===== src/core_types_pkg.sv =====
// core sizes and the ALU reg-immediate opcode shared by the issue queue,
// the physical register file and the ALU pipe
package core_types_pkg;

    // data path
    localparam int XLEN = 32;

    // physical registers
    // the low tag bits pick the bank, the rest pick the row
    localparam int PR_COUNT = 64;
    localparam int LOG_PR_COUNT = $clog2(PR_COUNT);
    localparam int PRF_BANK_COUNT = 2;
    localparam int LOG_PRF_BANK_COUNT = $clog2(PRF_BANK_COUNT);

    // reorder buffer
    localparam int ROB_ENTRIES = 32;
    localparam int LOG_ROB_ENTRIES = $clog2(ROB_ENTRIES);

    // reg-imm ops, funct3 in the low bits, bit 3 marks the arithmetic shift
    typedef enum logic [3:0] {
        ADDI  = 4'b0000,
        SLLI  = 4'b0001,
        SLTI  = 4'b0010,
        SLTIU = 4'b0011,
        XORI  = 4'b0100,
        SRLI  = 4'b0101,
        ORI   = 4'b0110,
        ANDI  = 4'b0111,
        SRAI  = 4'b1101
    } alu_imm_op_e;

endpackage


===== src/pe_lsb.sv =====
// priority encoder granting the lowest set request
// ack_mask marks the granted position and every position above it
module pe_lsb #(
    parameter int WIDTH = 8
) (
    input  logic [WIDTH-1:0] req_vec,
    output logic [WIDTH-1:0] ack_one_hot,
    output logic [WIDTH-1:0] ack_mask
);

    // two's complement isolates the lowest set bit
    assign ack_one_hot = req_vec & (~req_vec + WIDTH'(1));

    // bits below the grant cleared, zero stays zero
    assign ack_mask = ~(ack_one_hot - WIDTH'(1));

    always_comb begin
        assert ($onehot0(ack_one_hot) && ((ack_one_hot & ~req_vec) == '0))
            else $error("pe_lsb grant is not a single requested position");
    end

endmodule


===== src/alu_imm_iq.sv =====
// issue queue for reg-imm ALU ops
// entries compact toward index 0 so index order is age order; the oldest
// ready entry issues to the ALU pipe and sends its register read request
module alu_imm_iq #(
    parameter int ALU_IMM_IQ_ENTRIES = 12,
    localparam int BANK_W = core_types_pkg::LOG_PRF_BANK_COUNT,
    localparam int UPPER_W = core_types_pkg::LOG_PR_COUNT - BANK_W
) (
    input  logic CLK,
    input  logic nRST,

    // enqueue
    input  logic                                        iq_enq_valid,
    input  core_types_pkg::alu_imm_op_e                 iq_enq_op,
    input  logic [11:0]                                 iq_enq_imm12,
    input  logic [core_types_pkg::LOG_PR_COUNT-1:0]     iq_enq_A_PR,
    input  logic                                        iq_enq_A_ready,
    input  logic                                        iq_enq_A_is_zero,
    input  logic [core_types_pkg::LOG_PR_COUNT-1:0]     iq_enq_dest_PR,
    input  logic [core_types_pkg::LOG_ROB_ENTRIES-1:0]  iq_enq_ROB_index,
    output logic                                        iq_enq_ready,

    // writeback bus
    input  logic [core_types_pkg::PRF_BANK_COUNT-1:0]              WB_bus_valid_by_bank,
    input  logic [core_types_pkg::PRF_BANK_COUNT-1:0][UPPER_W-1:0] WB_bus_upper_PR_by_bank,

    // issue to ALU pipe
    output logic                                        issue_valid,
    output core_types_pkg::alu_imm_op_e                 issue_op,
    output logic [11:0]                                 issue_imm12,
    output logic                                        issue_A_is_reg,
    output logic                                        issue_A_is_bus_forward,
    output logic [BANK_W-1:0]                           issue_A_bank,
    output logic [core_types_pkg::LOG_PR_COUNT-1:0]     issue_dest_PR,
    output logic [core_types_pkg::LOG_ROB_ENTRIES-1:0]  issue_ROB_index,
    input  logic                                        issue_ready,

    // register read request
    output logic                                        PRF_req_A_valid,
    output logic [core_types_pkg::LOG_PR_COUNT-1:0]     PRF_req_A_PR
);

    localparam int N = ALU_IMM_IQ_ENTRIES;
    localparam int IDX_W = $clog2(N + 1);

    // ------------------------------------------------------------------------
    // entry state

    logic [N-1:0]                                   valid_by_entry;
    core_types_pkg::alu_imm_op_e                    op_by_entry [N];
    logic [11:0]                                    imm12_by_entry [N];
    logic [core_types_pkg::LOG_PR_COUNT-1:0]        A_PR_by_entry [N];
    logic [N-1:0]                                   A_ready_by_entry;
    logic [N-1:0]                                   A_is_zero_by_entry;
    logic [core_types_pkg::LOG_PR_COUNT-1:0]        dest_PR_by_entry [N];
    logic [core_types_pkg::LOG_ROB_ENTRIES-1:0]     ROB_index_by_entry [N];

    logic [N-1:0] A_fwd_by_entry;
    logic [N-1:0] req_by_entry;
    logic [N-1:0] issue_one_hot;
    logic [N-1:0] issue_mask;
    logic [N-1:0] free_one_hot;
    logic [N-1:0] free_mask;
    logic [N-1:0] enq_one_hot;
    logic [N-1:0] shift_mask;
    logic [N:0]   valid_ext;
    logic [N:0]   enq_ext;
    logic [N-1:0] src_valid;
    logic [N-1:0] src_enq;
    logic [IDX_W-1:0] src_idx [N];
    logic         enq_fwd;
    logic         sel_fwd;
    logic         sel_zero;
    logic [core_types_pkg::LOG_PR_COUNT-1:0] sel_A_PR;

    // tag seen on its bank's writeback slot this cycle
    function automatic logic bus_hit(input logic [core_types_pkg::LOG_PR_COUNT-1:0] tag);
        logic [BANK_W-1:0] bank;
        bank = tag[BANK_W-1:0];
        return WB_bus_valid_by_bank[bank]
            && (WB_bus_upper_PR_by_bank[bank] == tag[core_types_pkg::LOG_PR_COUNT-1:BANK_W]);
    endfunction

    always_comb begin
        for (int i = 0; i < N; i++) begin
            A_fwd_by_entry[i] = bus_hit(A_PR_by_entry[i]);
        end
    end

    assign enq_fwd = bus_hit(iq_enq_A_PR);

    // ------------------------------------------------------------------------
    // issue select

    assign req_by_entry = valid_by_entry
        & (A_ready_by_entry | A_fwd_by_entry | A_is_zero_by_entry);

    pe_lsb #(.WIDTH(N)) issue_pe (
        .req_vec    (req_by_entry),
        .ack_one_hot(issue_one_hot),
        .ack_mask   (issue_mask)
    );

    // one-hot mux of the winning entry
    always_comb begin
        issue_op = core_types_pkg::ADDI;
        issue_imm12 = '0;
        issue_dest_PR = '0;
        issue_ROB_index = '0;
        sel_A_PR = '0;
        sel_fwd = 1'b0;
        sel_zero = 1'b0;
        for (int i = 0; i < N; i++) begin
            if (issue_one_hot[i]) begin
                issue_op = op_by_entry[i];
                issue_imm12 = imm12_by_entry[i];
                issue_dest_PR = dest_PR_by_entry[i];
                issue_ROB_index = ROB_index_by_entry[i];
                sel_A_PR = A_PR_by_entry[i];
                sel_fwd = A_fwd_by_entry[i];
                sel_zero = A_is_zero_by_entry[i];
            end
        end
    end

    assign issue_valid = |req_by_entry;
    assign issue_A_is_bus_forward = sel_fwd & ~sel_zero;
    assign issue_A_is_reg = ~sel_fwd & ~sel_zero;
    assign issue_A_bank = sel_A_PR[BANK_W-1:0];
    assign PRF_req_A_valid = issue_valid & issue_ready & issue_A_is_reg;
    assign PRF_req_A_PR = sel_A_PR;

    // ------------------------------------------------------------------------
    // enqueue and compaction

    pe_lsb #(.WIDTH(N)) free_pe (
        .req_vec    (~valid_by_entry),
        .ack_one_hot(free_one_hot),
        .ack_mask   (free_mask)
    );

    // top mask bit is set whenever any slot is free
    assign iq_enq_ready = free_mask[N-1];
    assign enq_one_hot = free_one_hot & {N{iq_enq_valid}};

    // issued entry and all above it pull down by one
    assign shift_mask = issue_mask & {N{issue_ready}};
    assign valid_ext = {1'b0, valid_by_entry};
    assign enq_ext = {1'b0, enq_one_hot};

    always_comb begin
        for (int i = 0; i < N; i++) begin
            src_idx[i] = IDX_W'(i + int'(shift_mask[i]));
            src_valid[i] = valid_ext[i + int'(shift_mask[i])];
            src_enq[i] = enq_ext[i + int'(shift_mask[i])];
        end
    end

    always_ff @(posedge CLK or negedge nRST) begin
        if (!nRST) begin
            valid_by_entry <= '0;
        end else begin
            valid_by_entry <= src_valid | src_enq;
        end
    end

    always_ff @(posedge CLK) begin
        for (int i = 0; i < N; i++) begin
            if (src_valid[i]) begin
                op_by_entry[i] <= op_by_entry[src_idx[i]];
                imm12_by_entry[i] <= imm12_by_entry[src_idx[i]];
                A_PR_by_entry[i] <= A_PR_by_entry[src_idx[i]];
                A_ready_by_entry[i] <= A_ready_by_entry[src_idx[i]] | A_fwd_by_entry[src_idx[i]];
                A_is_zero_by_entry[i] <= A_is_zero_by_entry[src_idx[i]];
                dest_PR_by_entry[i] <= dest_PR_by_entry[src_idx[i]];
                ROB_index_by_entry[i] <= ROB_index_by_entry[src_idx[i]];
            end else begin
                op_by_entry[i] <= iq_enq_op;
                imm12_by_entry[i] <= iq_enq_imm12;
                A_PR_by_entry[i] <= iq_enq_A_PR;
                A_ready_by_entry[i] <= iq_enq_A_ready | enq_fwd;
                A_is_zero_by_entry[i] <= iq_enq_A_is_zero;
                dest_PR_by_entry[i] <= iq_enq_dest_PR;
                ROB_index_by_entry[i] <= iq_enq_ROB_index;
            end
        end
    end

    // an op offered with every slot taken would be lost
    assert property (@(posedge CLK) disable iff (!nRST) iq_enq_valid |-> iq_enq_ready)
        else $error("enqueue while issue queue full");

    // compaction keeps the oldest valid entry at index 0
    assert property (@(posedge CLK) disable iff (!nRST) issue_valid |-> valid_by_entry[0])
        else $error("issue_valid with no valid entry at the head");

endmodule


===== src/prf_banked.sv =====
// two-bank physical register file
// one writeback per bank per cycle, registered read, tag 0 reads as zero
module prf_banked (
    input  logic CLK,
    input  logic nRST,

    input  logic [core_types_pkg::PRF_BANK_COUNT-1:0] WB_bus_valid_by_bank,
    input  logic [core_types_pkg::PRF_BANK_COUNT-1:0]
                 [core_types_pkg::LOG_PR_COUNT-core_types_pkg::LOG_PRF_BANK_COUNT-1:0]
                                                      WB_bus_upper_PR_by_bank,
    input  logic [core_types_pkg::PRF_BANK_COUNT-1:0][core_types_pkg::XLEN-1:0]
                                                      WB_bus_data_by_bank,

    input  logic                                      PRF_req_A_valid,
    input  logic [core_types_pkg::LOG_PR_COUNT-1:0]   PRF_req_A_PR,
    output logic [core_types_pkg::XLEN-1:0]           PRF_read_data
);

    localparam int BANKS = core_types_pkg::PRF_BANK_COUNT;
    localparam int ROWS = core_types_pkg::PR_COUNT / BANKS;
    localparam int BANK_W = core_types_pkg::LOG_PRF_BANK_COUNT;

    logic [core_types_pkg::XLEN-1:0] mem [BANKS][ROWS];

    always_ff @(posedge CLK or negedge nRST) begin
        if (!nRST) begin
            for (int b = 0; b < BANKS; b++) begin
                for (int r = 0; r < ROWS; r++) begin
                    mem[b][r] <= '0;
                end
            end
            PRF_read_data <= '0;
        end else begin
            for (int b = 0; b < BANKS; b++) begin
                if (WB_bus_valid_by_bank[b]) begin
                    mem[b][WB_bus_upper_PR_by_bank[b]] <= WB_bus_data_by_bank[b];
                end
            end
            // read sees the array before this edge's writes
            if (PRF_req_A_valid) begin
                PRF_read_data <= (PRF_req_A_PR == '0) ? '0 :
                    mem[PRF_req_A_PR[BANK_W-1:0]]
                       [PRF_req_A_PR[core_types_pkg::LOG_PR_COUNT-1:BANK_W]];
            end
        end
    end

endmodule


===== src/alu_imm_pipe.sv =====
// two-stage reg-immediate ALU pipe: latch at issue, compute the next cycle
// and register the result; stall holds issue_ready low
module alu_imm_pipe (
    input  logic CLK,
    input  logic nRST,

    // issue from the queue
    input  logic                                        issue_valid,
    input  core_types_pkg::alu_imm_op_e                 issue_op,
    input  logic [11:0]                                 issue_imm12,
    input  logic                                        issue_A_is_reg,
    input  logic                                        issue_A_is_bus_forward,
    input  logic [core_types_pkg::LOG_PRF_BANK_COUNT-1:0] issue_A_bank,
    input  logic [core_types_pkg::LOG_PR_COUNT-1:0]     issue_dest_PR,
    input  logic [core_types_pkg::LOG_ROB_ENTRIES-1:0]  issue_ROB_index,
    output logic                                        issue_ready,
    input  logic                                        stall,

    // operand sources
    input  logic [core_types_pkg::PRF_BANK_COUNT-1:0]   WB_bus_valid_by_bank,
    input  logic [core_types_pkg::PRF_BANK_COUNT-1:0][core_types_pkg::XLEN-1:0]
                                                        WB_bus_data_by_bank,
    input  logic [core_types_pkg::XLEN-1:0]             PRF_read_data,

    // results
    output logic                                        result_valid,
    output core_types_pkg::alu_imm_op_e                 result_op,
    output logic [core_types_pkg::LOG_PR_COUNT-1:0]     result_dest_PR,
    output logic [core_types_pkg::LOG_ROB_ENTRIES-1:0]  result_ROB_index,
    output logic [core_types_pkg::XLEN-1:0]             result_data
);

    logic                                       fire;
    logic                                       ex_valid;
    core_types_pkg::alu_imm_op_e                ex_op;
    logic [11:0]                                ex_imm12;
    logic                                       ex_is_reg;
    logic                                       ex_is_fwd;
    logic [core_types_pkg::XLEN-1:0]            ex_fwd_data;
    logic [core_types_pkg::LOG_PR_COUNT-1:0]    ex_dest_PR;
    logic [core_types_pkg::LOG_ROB_ENTRIES-1:0] ex_ROB_index;
    logic [core_types_pkg::XLEN-1:0]            operand;
    logic [core_types_pkg::XLEN-1:0]            imm;
    logic [4:0]                                 shamt;
    logic [core_types_pkg::XLEN-1:0]            alu_out;

    // no back-pressure of its own
    assign issue_ready = ~stall;
    assign fire = issue_valid & issue_ready;

    // ------------------------------------------------------------------------
    // issue latch

    always_ff @(posedge CLK) begin
        if (fire) begin
            ex_op <= issue_op;
            ex_imm12 <= issue_imm12;
            ex_is_reg <= issue_A_is_reg;
            ex_is_fwd <= issue_A_is_bus_forward;
            ex_dest_PR <= issue_dest_PR;
            ex_ROB_index <= issue_ROB_index;
        end
        // bus value only lives this cycle
        if (fire && WB_bus_valid_by_bank[issue_A_bank]) begin
            ex_fwd_data <= WB_bus_data_by_bank[issue_A_bank];
        end
    end

    // ------------------------------------------------------------------------
    // execute

    assign operand = ex_is_reg ? PRF_read_data : (ex_is_fwd ? ex_fwd_data : '0);
    assign imm = {{(core_types_pkg::XLEN-12){ex_imm12[11]}}, ex_imm12};
    assign shamt = ex_imm12[4:0];

    always_comb begin
        alu_out = '0;
        case (ex_op)
            core_types_pkg::ADDI:  alu_out = operand + imm;
            core_types_pkg::SLLI:  alu_out = operand << shamt;
            core_types_pkg::SLTI:  alu_out[0] = $signed(operand) < $signed(imm);
            core_types_pkg::SLTIU: alu_out[0] = operand < imm;
            core_types_pkg::XORI:  alu_out = operand ^ imm;
            core_types_pkg::SRLI:  alu_out = operand >> shamt;
            core_types_pkg::ORI:   alu_out = operand | imm;
            core_types_pkg::ANDI:  alu_out = operand & imm;
            core_types_pkg::SRAI:  alu_out = $signed(operand) >>> shamt;
            default:               alu_out = '0;
        endcase
    end

    always_ff @(posedge CLK or negedge nRST) begin
        if (!nRST) begin
            ex_valid <= 1'b0;
            result_valid <= 1'b0;
        end else begin
            ex_valid <= fire;
            result_valid <= ex_valid;
        end
    end

    always_ff @(posedge CLK) begin
        result_op <= ex_op;
        result_dest_PR <= ex_dest_PR;
        result_ROB_index <= ex_ROB_index;
        result_data <= alu_out;
    end

    // queue must pick exactly one operand source
    assert property (@(posedge CLK) disable iff (!nRST)
        fire |-> !(issue_A_is_reg && issue_A_is_bus_forward))
        else $error("operand both register and bus forward");

endmodule


===== src/alu_imm_top.sv =====
// reg-immediate ALU corner: issue queue feeding the ALU pipe, with the
// banked register file supplying the operand
module alu_imm_top #(
    parameter int ALU_IMM_IQ_ENTRIES = 6
) (
    input  logic CLK,
    input  logic nRST,

    // enqueue
    input  logic                                        iq_enq_valid,
    input  core_types_pkg::alu_imm_op_e                 iq_enq_op,
    input  logic [11:0]                                 iq_enq_imm12,
    input  logic [core_types_pkg::LOG_PR_COUNT-1:0]     iq_enq_A_PR,
    input  logic                                        iq_enq_A_ready,
    input  logic                                        iq_enq_A_is_zero,
    input  logic [core_types_pkg::LOG_PR_COUNT-1:0]     iq_enq_dest_PR,
    input  logic [core_types_pkg::LOG_ROB_ENTRIES-1:0]  iq_enq_ROB_index,
    output logic                                        iq_enq_ready,

    // writeback bus from the rest of the core
    input  logic [core_types_pkg::PRF_BANK_COUNT-1:0]   WB_bus_valid_by_bank,
    input  logic [core_types_pkg::PRF_BANK_COUNT-1:0]
                 [core_types_pkg::LOG_PR_COUNT-core_types_pkg::LOG_PRF_BANK_COUNT-1:0]
                                                        WB_bus_upper_PR_by_bank,
    input  logic [core_types_pkg::PRF_BANK_COUNT-1:0][core_types_pkg::XLEN-1:0]
                                                        WB_bus_data_by_bank,
    input  logic                                        stall,

    // results
    output logic                                        result_valid,
    output core_types_pkg::alu_imm_op_e                 result_op,
    output logic [core_types_pkg::LOG_PR_COUNT-1:0]     result_dest_PR,
    output logic [core_types_pkg::LOG_ROB_ENTRIES-1:0]  result_ROB_index,
    output logic [core_types_pkg::XLEN-1:0]             result_data
);

    // queue to pipe
    logic                                         issue_valid;
    core_types_pkg::alu_imm_op_e                  issue_op;
    logic [11:0]                                  issue_imm12;
    logic                                         issue_A_is_reg;
    logic                                         issue_A_is_bus_forward;
    logic [core_types_pkg::LOG_PRF_BANK_COUNT-1:0] issue_A_bank;
    logic [core_types_pkg::LOG_PR_COUNT-1:0]      issue_dest_PR;
    logic [core_types_pkg::LOG_ROB_ENTRIES-1:0]   issue_ROB_index;
    logic                                         issue_ready;

    // register read
    logic                                         PRF_req_A_valid;
    logic [core_types_pkg::LOG_PR_COUNT-1:0]      PRF_req_A_PR;
    logic [core_types_pkg::XLEN-1:0]              PRF_read_data;

    alu_imm_iq #(.ALU_IMM_IQ_ENTRIES(ALU_IMM_IQ_ENTRIES)) iq (.*);

    prf_banked prf (.*);

    alu_imm_pipe pipe (.*);

endmodule


===== config.mk =====
export PLATFORM = sky130hd
export DESIGN_NAME = alu_imm_top
export DESIGN_NICKNAME = d
export VERILOG_FILES = /design/src/core_types_pkg.sv /design/src/pe_lsb.sv /design/src/alu_imm_iq.sv /design/src/prf_banked.sv /design/src/alu_imm_pipe.sv /design/src/alu_imm_top.sv
export SDC_FILE = /design/constraint.sdc
export NUM_CORES = 2
export LEC_CHECK = 0
export BUFFER_PORTS_ARGS = -buffer_cell sky130_fd_sc_hd__buf_2
export CORE_MARGIN = 1.5
export CORE_UTILIZATION = 45
export DETAILED_ROUTE_END_ITERATION = 6
export PLACE_DENSITY_LB_ADDON = 0.05
export SLEW_MARGIN = 20
export SYNTH_ARGS = -nofsm -noshare
export SYNTH_HDL_FRONTEND = slang
export SYNTH_SLANG_ARGS = --single-unit

===== constraint.sdc =====
create_clock -name CLK -period 13.8 [get_ports CLK]
set_input_delay 2.76 -clock CLK [delete_from_list [all_inputs] [get_ports CLK]]
set_output_delay 2.76 -clock CLK [all_outputs]
set_load 0.03 [all_outputs]

After elaboration in Yosys (flattened, before gate mapping):

Memory sizes are Yosys's and may differ from the RTL's.
Index checks and enable logic that the tools add are counted.

* add/subtract/negate cells: 10
* multipliers: 0
* div/mod/pow operators: 0
* order comparisons: 28
* eq/ne operators: 16
* shift operators: 3
* mux-type cells: 221
* bitwise operators: 64
* reduce and logical (&&, ||, !) cells: 13

Operators with widths (count)
* $mux 1024: 3
* $bwmux 1024: 2
* $demux 32 s5: 2
* $mux 32: 9
* $pmux 31 s7: 1
* $bmux 32 s5: 1
* $lt 32x5->1 const B: 5
* $mux 12: 12
* $mux 6: 24
* $mux 5: 26
* $mux 1: 103
* $bmux 1 s3: 25
* $mux 4: 12
* $or 1x1->1: 37
* $eq 5x5->1: 7
* $add 32x32->32: 1
* $and 32x32->32: 1
* $lt 32x12->1: 1
* $lt 32x32->1: 1
* $or 32x32->32: 1
* $shl 32x5->32: 1
* $shr 32x5->32: 1
* $sshr 32x5->32: 1
* $xor 32x32->32: 1
* other kinds (28): 77

* bits in registers: 2208
* latch bits: 0
* RAM bits: 198
* ROM bits: 0
* output and inout bits: 49
* logic and storage cells: 442
* memories: 5

Memory list
* iq.imm12_by_entry: depth 6, bits a word 12, read ports 12, clocked after Yosys merged registers in 0, wr ports 6, RTL line alu_imm_iq.sv:51 `logic [11:0] imm12_by_entry [N];`
* iq.A_PR_by_entry: depth 6, bits a word 6, read ports 12, clocked after Yosys merged registers in 0, wr ports 6, RTL line alu_imm_iq.sv:52 `logic [core_types_pkg::LOG_PR_COUNT-1:0] A_PR_by_entry [N];`
* iq.dest_PR_by_entry: depth 6, bits a word 6, read ports 12, clocked after Yosys merged registers in 0, wr ports 6, RTL line alu_imm_iq.sv:55 `logic [core_types_pkg::LOG_PR_COUNT-1:0] dest_PR_by_entry [N];`
* iq.ROB_index_by_entry: depth 6, bits a word 5, read ports 12, clocked after Yosys merged registers in 0, wr ports 6, RTL line alu_imm_iq.sv:56 `logic [core_types_pkg::LOG_ROB_ENTRIES-1:0] ROB_index_by_entry [N];`
* iq.op_by_entry: depth 6, bits a word 4, read ports 12, clocked after Yosys merged registers in 0, wr ports 6, RTL line alu_imm_iq.sv:50 `core_types_pkg::alu_imm_op_e op_by_entry [N];`

Logic depth before layout (Yosys ltp):

An unclocked memory read counts as a cell.

* depth after elaboration: 25
* gate-level depth with buffers: 21
* mapped depth without buffers: 17

Hierarchy:

A second synthesis with hierarchy kept.

* cells, all modules: 8285
* area, all modules: 117599.0 um2

By module, submodules not included
* prf_banked: times used 1, cells each 5876, area each 93395.8 um2
* alu_imm_iq: times used 1, cells each 1075, area each 12254.3 um2
* alu_imm_pipe: times used 1, cells each 1304, area each 11768.8 um2
* pe_lsb: times used 2, cells each 15, area each 90.1 um2

Worst setup path before layout:

Ideal clock, no wire load.

* path type: input to register
* from: input port WB_bus_upper_PR_by_bank[5] (netlist name)
* to: register pipe.ex_fwd_data[0] (netlist name) (enable)
* setup time: 470 ps
* data arrival time: 8031 ps
* path slack: 5298 ps
* stages on the path: 8
* path buffers: 1
* cells stage by stage: buf_2 mux2i_1 xnor2_1 nor4_1 and2_1 o31ai_1 a31oi_1 a21boi_0

* elaborated cells on any way between the ends: 41
* those cells by class: add/sub (1); eq/ne (6); mux (20); bitwise (6); reduce/logical (8)

RTL lines
* from (decl): RTL line alu_imm_top.sv:24 `WB_bus_upper_PR_by_bank,`
* $mux 5 (not written as such) (2 in series): RTL line alu_imm_iq.sv:81 `&& (WB_bus_upper_PR_by_bank[bank] == tag[core_types_pkg::LOG_PR_COUNT-1:BANK_W]);`
* $eq 5x5->1: RTL line alu_imm_iq.sv:81
* $logic_and 1x1->1: RTL line alu_imm_iq.sv:81
* $or 6x6->6 * (2 in series): RTL line alu_imm_iq.sv:96 `& (A_ready_by_entry | A_fwd_by_entry | A_is_zero_by_entry);`
* $and 6x6->6 *: RTL line alu_imm_iq.sv:96
* $reduce_or 6->1 *: RTL line alu_imm_iq.sv:126 `assign issue_valid = |req_by_entry;`
* $and 1x1->1 *: RTL line alu_imm_pipe.sv:49 `assign fire = issue_valid & issue_ready;`
* via pipe.fire: RTL line alu_imm_pipe.sv:33 `logic fire;`
* $logic_and 1x1->1 *: RTL line alu_imm_pipe.sv:64 `if (fire && WB_bus_valid_by_bank[issue_A_bank]) begin`
* to (signal assigned): RTL line alu_imm_pipe.sv:65 `ex_fwd_data <= WB_bus_data_by_bank[issue_A_bank];`
* to (decl): RTL line alu_imm_pipe.sv:39 `logic [core_types_pkg::XLEN-1:0] ex_fwd_data;`

Mark *: on every way through the listed nets, which the timed path passes. The rest lies on a longest branch. The select of a mux whose other input is x is not followed.
A chain may end at the register's enable or synchronous reset.

Worst setup path in the final report:

* from: input port WB_bus_upper_PR_by_bank[8] (netlist name)
* to: register prf.PRF_read_data[21] (netlist name)

* longest elaborated chain between the ends: 24
* elaborated cells on any way between the ends: 64
* those cells by class: add/sub (1); eq/ne (6); mux (37); bitwise (12); reduce/logical (8)

RTL lines
* $mux 5 (not written as such) (2 in series): RTL line alu_imm_iq.sv:81
* $eq 5x5->1: RTL line alu_imm_iq.sv:81
* $logic_and 1x1->1: RTL line alu_imm_iq.sv:81
* $or 6x6->6 (2 in series): RTL line alu_imm_iq.sv:96
* $and 6x6->6: RTL line alu_imm_iq.sv:96
* $not 6->6: RTL line pe_lsb.sv:12 `assign ack_one_hot = req_vec & (~req_vec + WIDTH'(1));`
* $add 6x1->6: RTL line pe_lsb.sv:12
* $and 6x6->6: RTL line pe_lsb.sv:12
* $mux 6 (6 in series): RTL line alu_imm_iq.sv:114 `if (issue_one_hot[i]) begin`
* $not 1->2 (not written as such): RTL line prf_banked.sv:42 `mem[PRF_req_A_PR[BANK_W-1:0]]`
* $mux 1024 (not written as such) (3 in series): RTL line prf_banked.sv:42
* $bmux 32 s5: RTL line prf_banked.sv:42
* $mux 32 (not written as such) (2 in series): RTL line prf_banked.sv:42
* $mux 32: RTL line prf_banked.sv:41 `PRF_read_data <= (PRF_req_A_PR == '0) ? '0 :`
* to (signal assigned): RTL line prf_banked.sv:41
* to (decl): RTL line prf_banked.sv:16 `output logic [core_types_pkg::XLEN-1:0] PRF_read_data`

Several ways; a longest one is shown, not always the timed one. The select of a mux whose other input is x is not followed.

==> impl_metrics.ini <==
[run_status]
status = finished clean

[yosys]
ys_types = 91
avgSynthCellArea_um2 = 12.7
syn_inst = 9167
synth.yosys.seq_area_share_pct = 52.6
syn_nets = 9382
synthTopCellsByArea = dfrtp_1 45%, mux2_2 21%, edfxtp_1 6.8%
yosysTopAreaCellShare_pct = 44.8
synthFlopType = dfrtp_1
yosys.area.top_type = dfrtp_1
synth_area_mm2 = 0.117
async_reset_ff_share_pct = 86.8
synth_edf_count = 265
yosys_warnings = 0
ys_ff_latch = 2406

[finish]
largest_reg_flops = 2048
num-nets-final = 9212
multi_input_area_mm2 = 0.0522
final_core_util_pct = 50.4
stdcell_count = 12600
regMostFlops = prf.mem
fillCellCount = 22300
regArea_mm2 = 0.0613
drive_gt1_share_pct = 37.3
reg_top3 = prf.mem x2048, iq.imm12_by_entry x72
syn2layout_area_growth_pct = 11.1

[routing]
drc = 0
vias = 79000
initialDrtViolationCount = 6736
dr.pass1.iters = 5
via_per_inst = 6.28
wl_um = 403000
routedWlPerCell_um = 32.1
ant_nets = 0

[cts]
numClockSinks = 2406
clk_latency_ns = 0.94
clkSlewWorstSetupHoldPaths_ns = 0.06
cts_buffers = 286
cts_max_path_buffers = 4
cts_tree = yes
ctsHoldBuffers = 0
cts_setup_buffers = 0
ctsResizeCount = 0
cts-root-buf = clkbuf_16
cts_max_level = 5

[floorplanning]
dieArea_mm2 = 0.262
core_mm2 = 0.257
die_w_um = 512
die_y_um = 512
io_pins = 164
fp-row-count = 186
initial_core_util_pct = 45.3

[timing]
setup-violations-final = 0
clock_skew_ns = 0.0704
slew-limit-headroom_pct = 22.8
worst_pin_slew_ns = 1.16
min_period_ns = 8.40
min_period_over_period_pct = 60.9
maxSlewViolCount = 0
tns_ns = 0
hold_viol = 0
rsz0062_at_grt = no
max_freq_mhz = 119

[critical_path]
start_kind = input port
cp.arrival_ns = 9.19
worstSetupPathType = input port to register
required_ns = 14.58
worstSetupEndpointType = register
cp_max_fo = 79

[power_and_ir_drop]
ir_worst_vdd_v = 0.000261
leakage_nw = 55.9
power.total_mw = 30.4
power_density_mw_per_mm2 = 235

[global_routing]
grt_max_degree = 180
overflow = 0
grt_first_pass_wirelength_um = 585000
grt_usage_pct = 30.5
antenna_found_initial = 23
grt_pass1_vias = 80600

[placement]
post-dp-hpwl_um = 237000
gp_congestion = 0.906
dp.cells = 12100
portBuffers = 163

[flow_run]
drv_cap = 0

[min_path]
hold_class = register to register
==> cells in the mapped netlist, types with 19 or more instances <==
cell type	count
o211ai_1	59
clkbuf_1	516
o21ai_0	255
a22oi_1	45
edfxtp_1	265
ha_1	99
a2111oi_0	29
o221ai_1	28
a221o_1	74
o21ai_1	21
buf_2	130
a22o_1	24
a31oi_1	36
nand2_1	952
dfxtp_1	53
xor2_1	25
and2_1	19
mux2i_1	191
inv_1	79
buf_1	144
a32oi_1	33
nand3_1	36
a221oi_1	81
a32o_1	25
nor3_1	84
xnor2_1	32
mux4_2	315
mux2_2	2193
nor2_1	324
a31o_1	24
a21oi_1	438
o22ai_1	117
dfrtp_1	2088
a211oi_1	51
buf_6	19
==> per-layer routing <==
layer,up-vias,share of wire (%),global-route usage [%]
met5,-,0.014,0
met2,2497,46,47.5
met3,681,5.5,4.64
li1,33300,-,-
met1,42500,45,43.1
met4,8,3.8,10.9
==> stage by stage <==
step | setup slack (ns) | hold slack [ns] | instance area (um2)
2_1_floorplan | 5.30 | 0.323 | 117000
3_3_place_gp | 4.57 | 0.325 | 120000
3_5_place_dp | 4.58 | 0.333 | 121000
4_1_cts | 5.54 | 0.347 | 129000
5_1_grt | 5.28 | 0.351 | 130000
6_report | 5.40 | 0.341 | 130000
==> cells by family (layout without fill, tap and decap cells) <==
kind of cell,after synthesis,in the layout,synth area share [%]
AOI/OAI and AO/OA,1455,1455,8.28
xor gates and xnor gates,57,57,0.428
adders and majority gates,100,100,1.08
buffers and inverters,910,934,3.25
DFF,2406,2406,52.6
muxes,2702,2702,29.0
other,0,4,0
and+or+nand+nor,1537,1537,5.45
==> cell usage in the layout (no fill, tap or decap), types with 25 or more instances in the layout <==
cell       instances
a32oi_1           33
buf_4            187
o21ai_0          252
mux4_2           315
o211ai_1          59
a2111oi_0         29
nor2_4            38
nor2_1           285
a221o_1           74
clkbuf_1          83
a32o_1            25
clkinv_2          28
dfxtp_1           53
inv_1             79
edfxtp_1         265
o221ai_1          28
buf_2            162
clkbuf_16        292
a221oi_1          81
a31oi_1           35
ha_1              99
mux2i_1          188
clkbuf_8          49
a211oi_1          51
nor3_1            79
o22ai_1          117
nand3_1           35
nand2_2           38
xnor2_1           32
mux2_2          2192
nand2_1          912
a21oi_1          438
dfrtp_1         2088
xor2_1            25
a22oi_1           45
==> critical path, stage by stage <==
cell and delay [ns]:
buf_2 0.28, mux2i_1 0.15, xnor2_1 0.17, nor4_2 0.41, a21bo_2 0.19, buf_4 0.52
nor4b_4 0.20, nand3b_4 0.34, buf_4 0.63, o21a_4 0.41, buf_12 0.39, buf_4 0.65
a21oi_1 0.09, a221oi_1 0.77, o211ai_1 0.45, a31o_1 0.39, a32o_1 0.25
==> where the power goes <==
part	switching, mW	total [mW]	internal, mW
clock	3.00	7.33	4.33
sequential	0.864	9.73	8.87
combinational	8.43	13.3	4.92
==> final timing paths <==
check	startpoint	end	slack, ns	depth (start not counted)
setup / recovery	WB_bus_upper_PR_by_bank[8]	prf.PRF_read_data[21]	5.40	17
hold / removal	pipe.ex_ROB_index[0]	pipe.result_ROB_index[0]	0.34	0
setup reg to reg	iq.A_PR_by_entry[1][0]	prf.PRF_read_data[21]	6.85	16
hold reg to reg	pipe.ex_ROB_index[0]	pipe.result_ROB_index[0]	0.34	0
max in group asynchronous	nRST	prf.mem[1733]	8.96	5
min in group asynchronous	nRST	pipe.ex_valid	1.68	1
==> area by class of cell <==
cell class | instances | share of cell area [%]
sequential | 2406 | 47.3
multi-input combinational | 5851 | 40.3
clock buffer | 425 | 6.41
tap | 3384 | 3.27
timing repair buffer | 368 | 2.01
clock inverter | 57 | 0.467
inverter | 84 | 0.243
antenna | 4 | 0.00773
No activity file was read; power rests on OpenSTA's default activity.
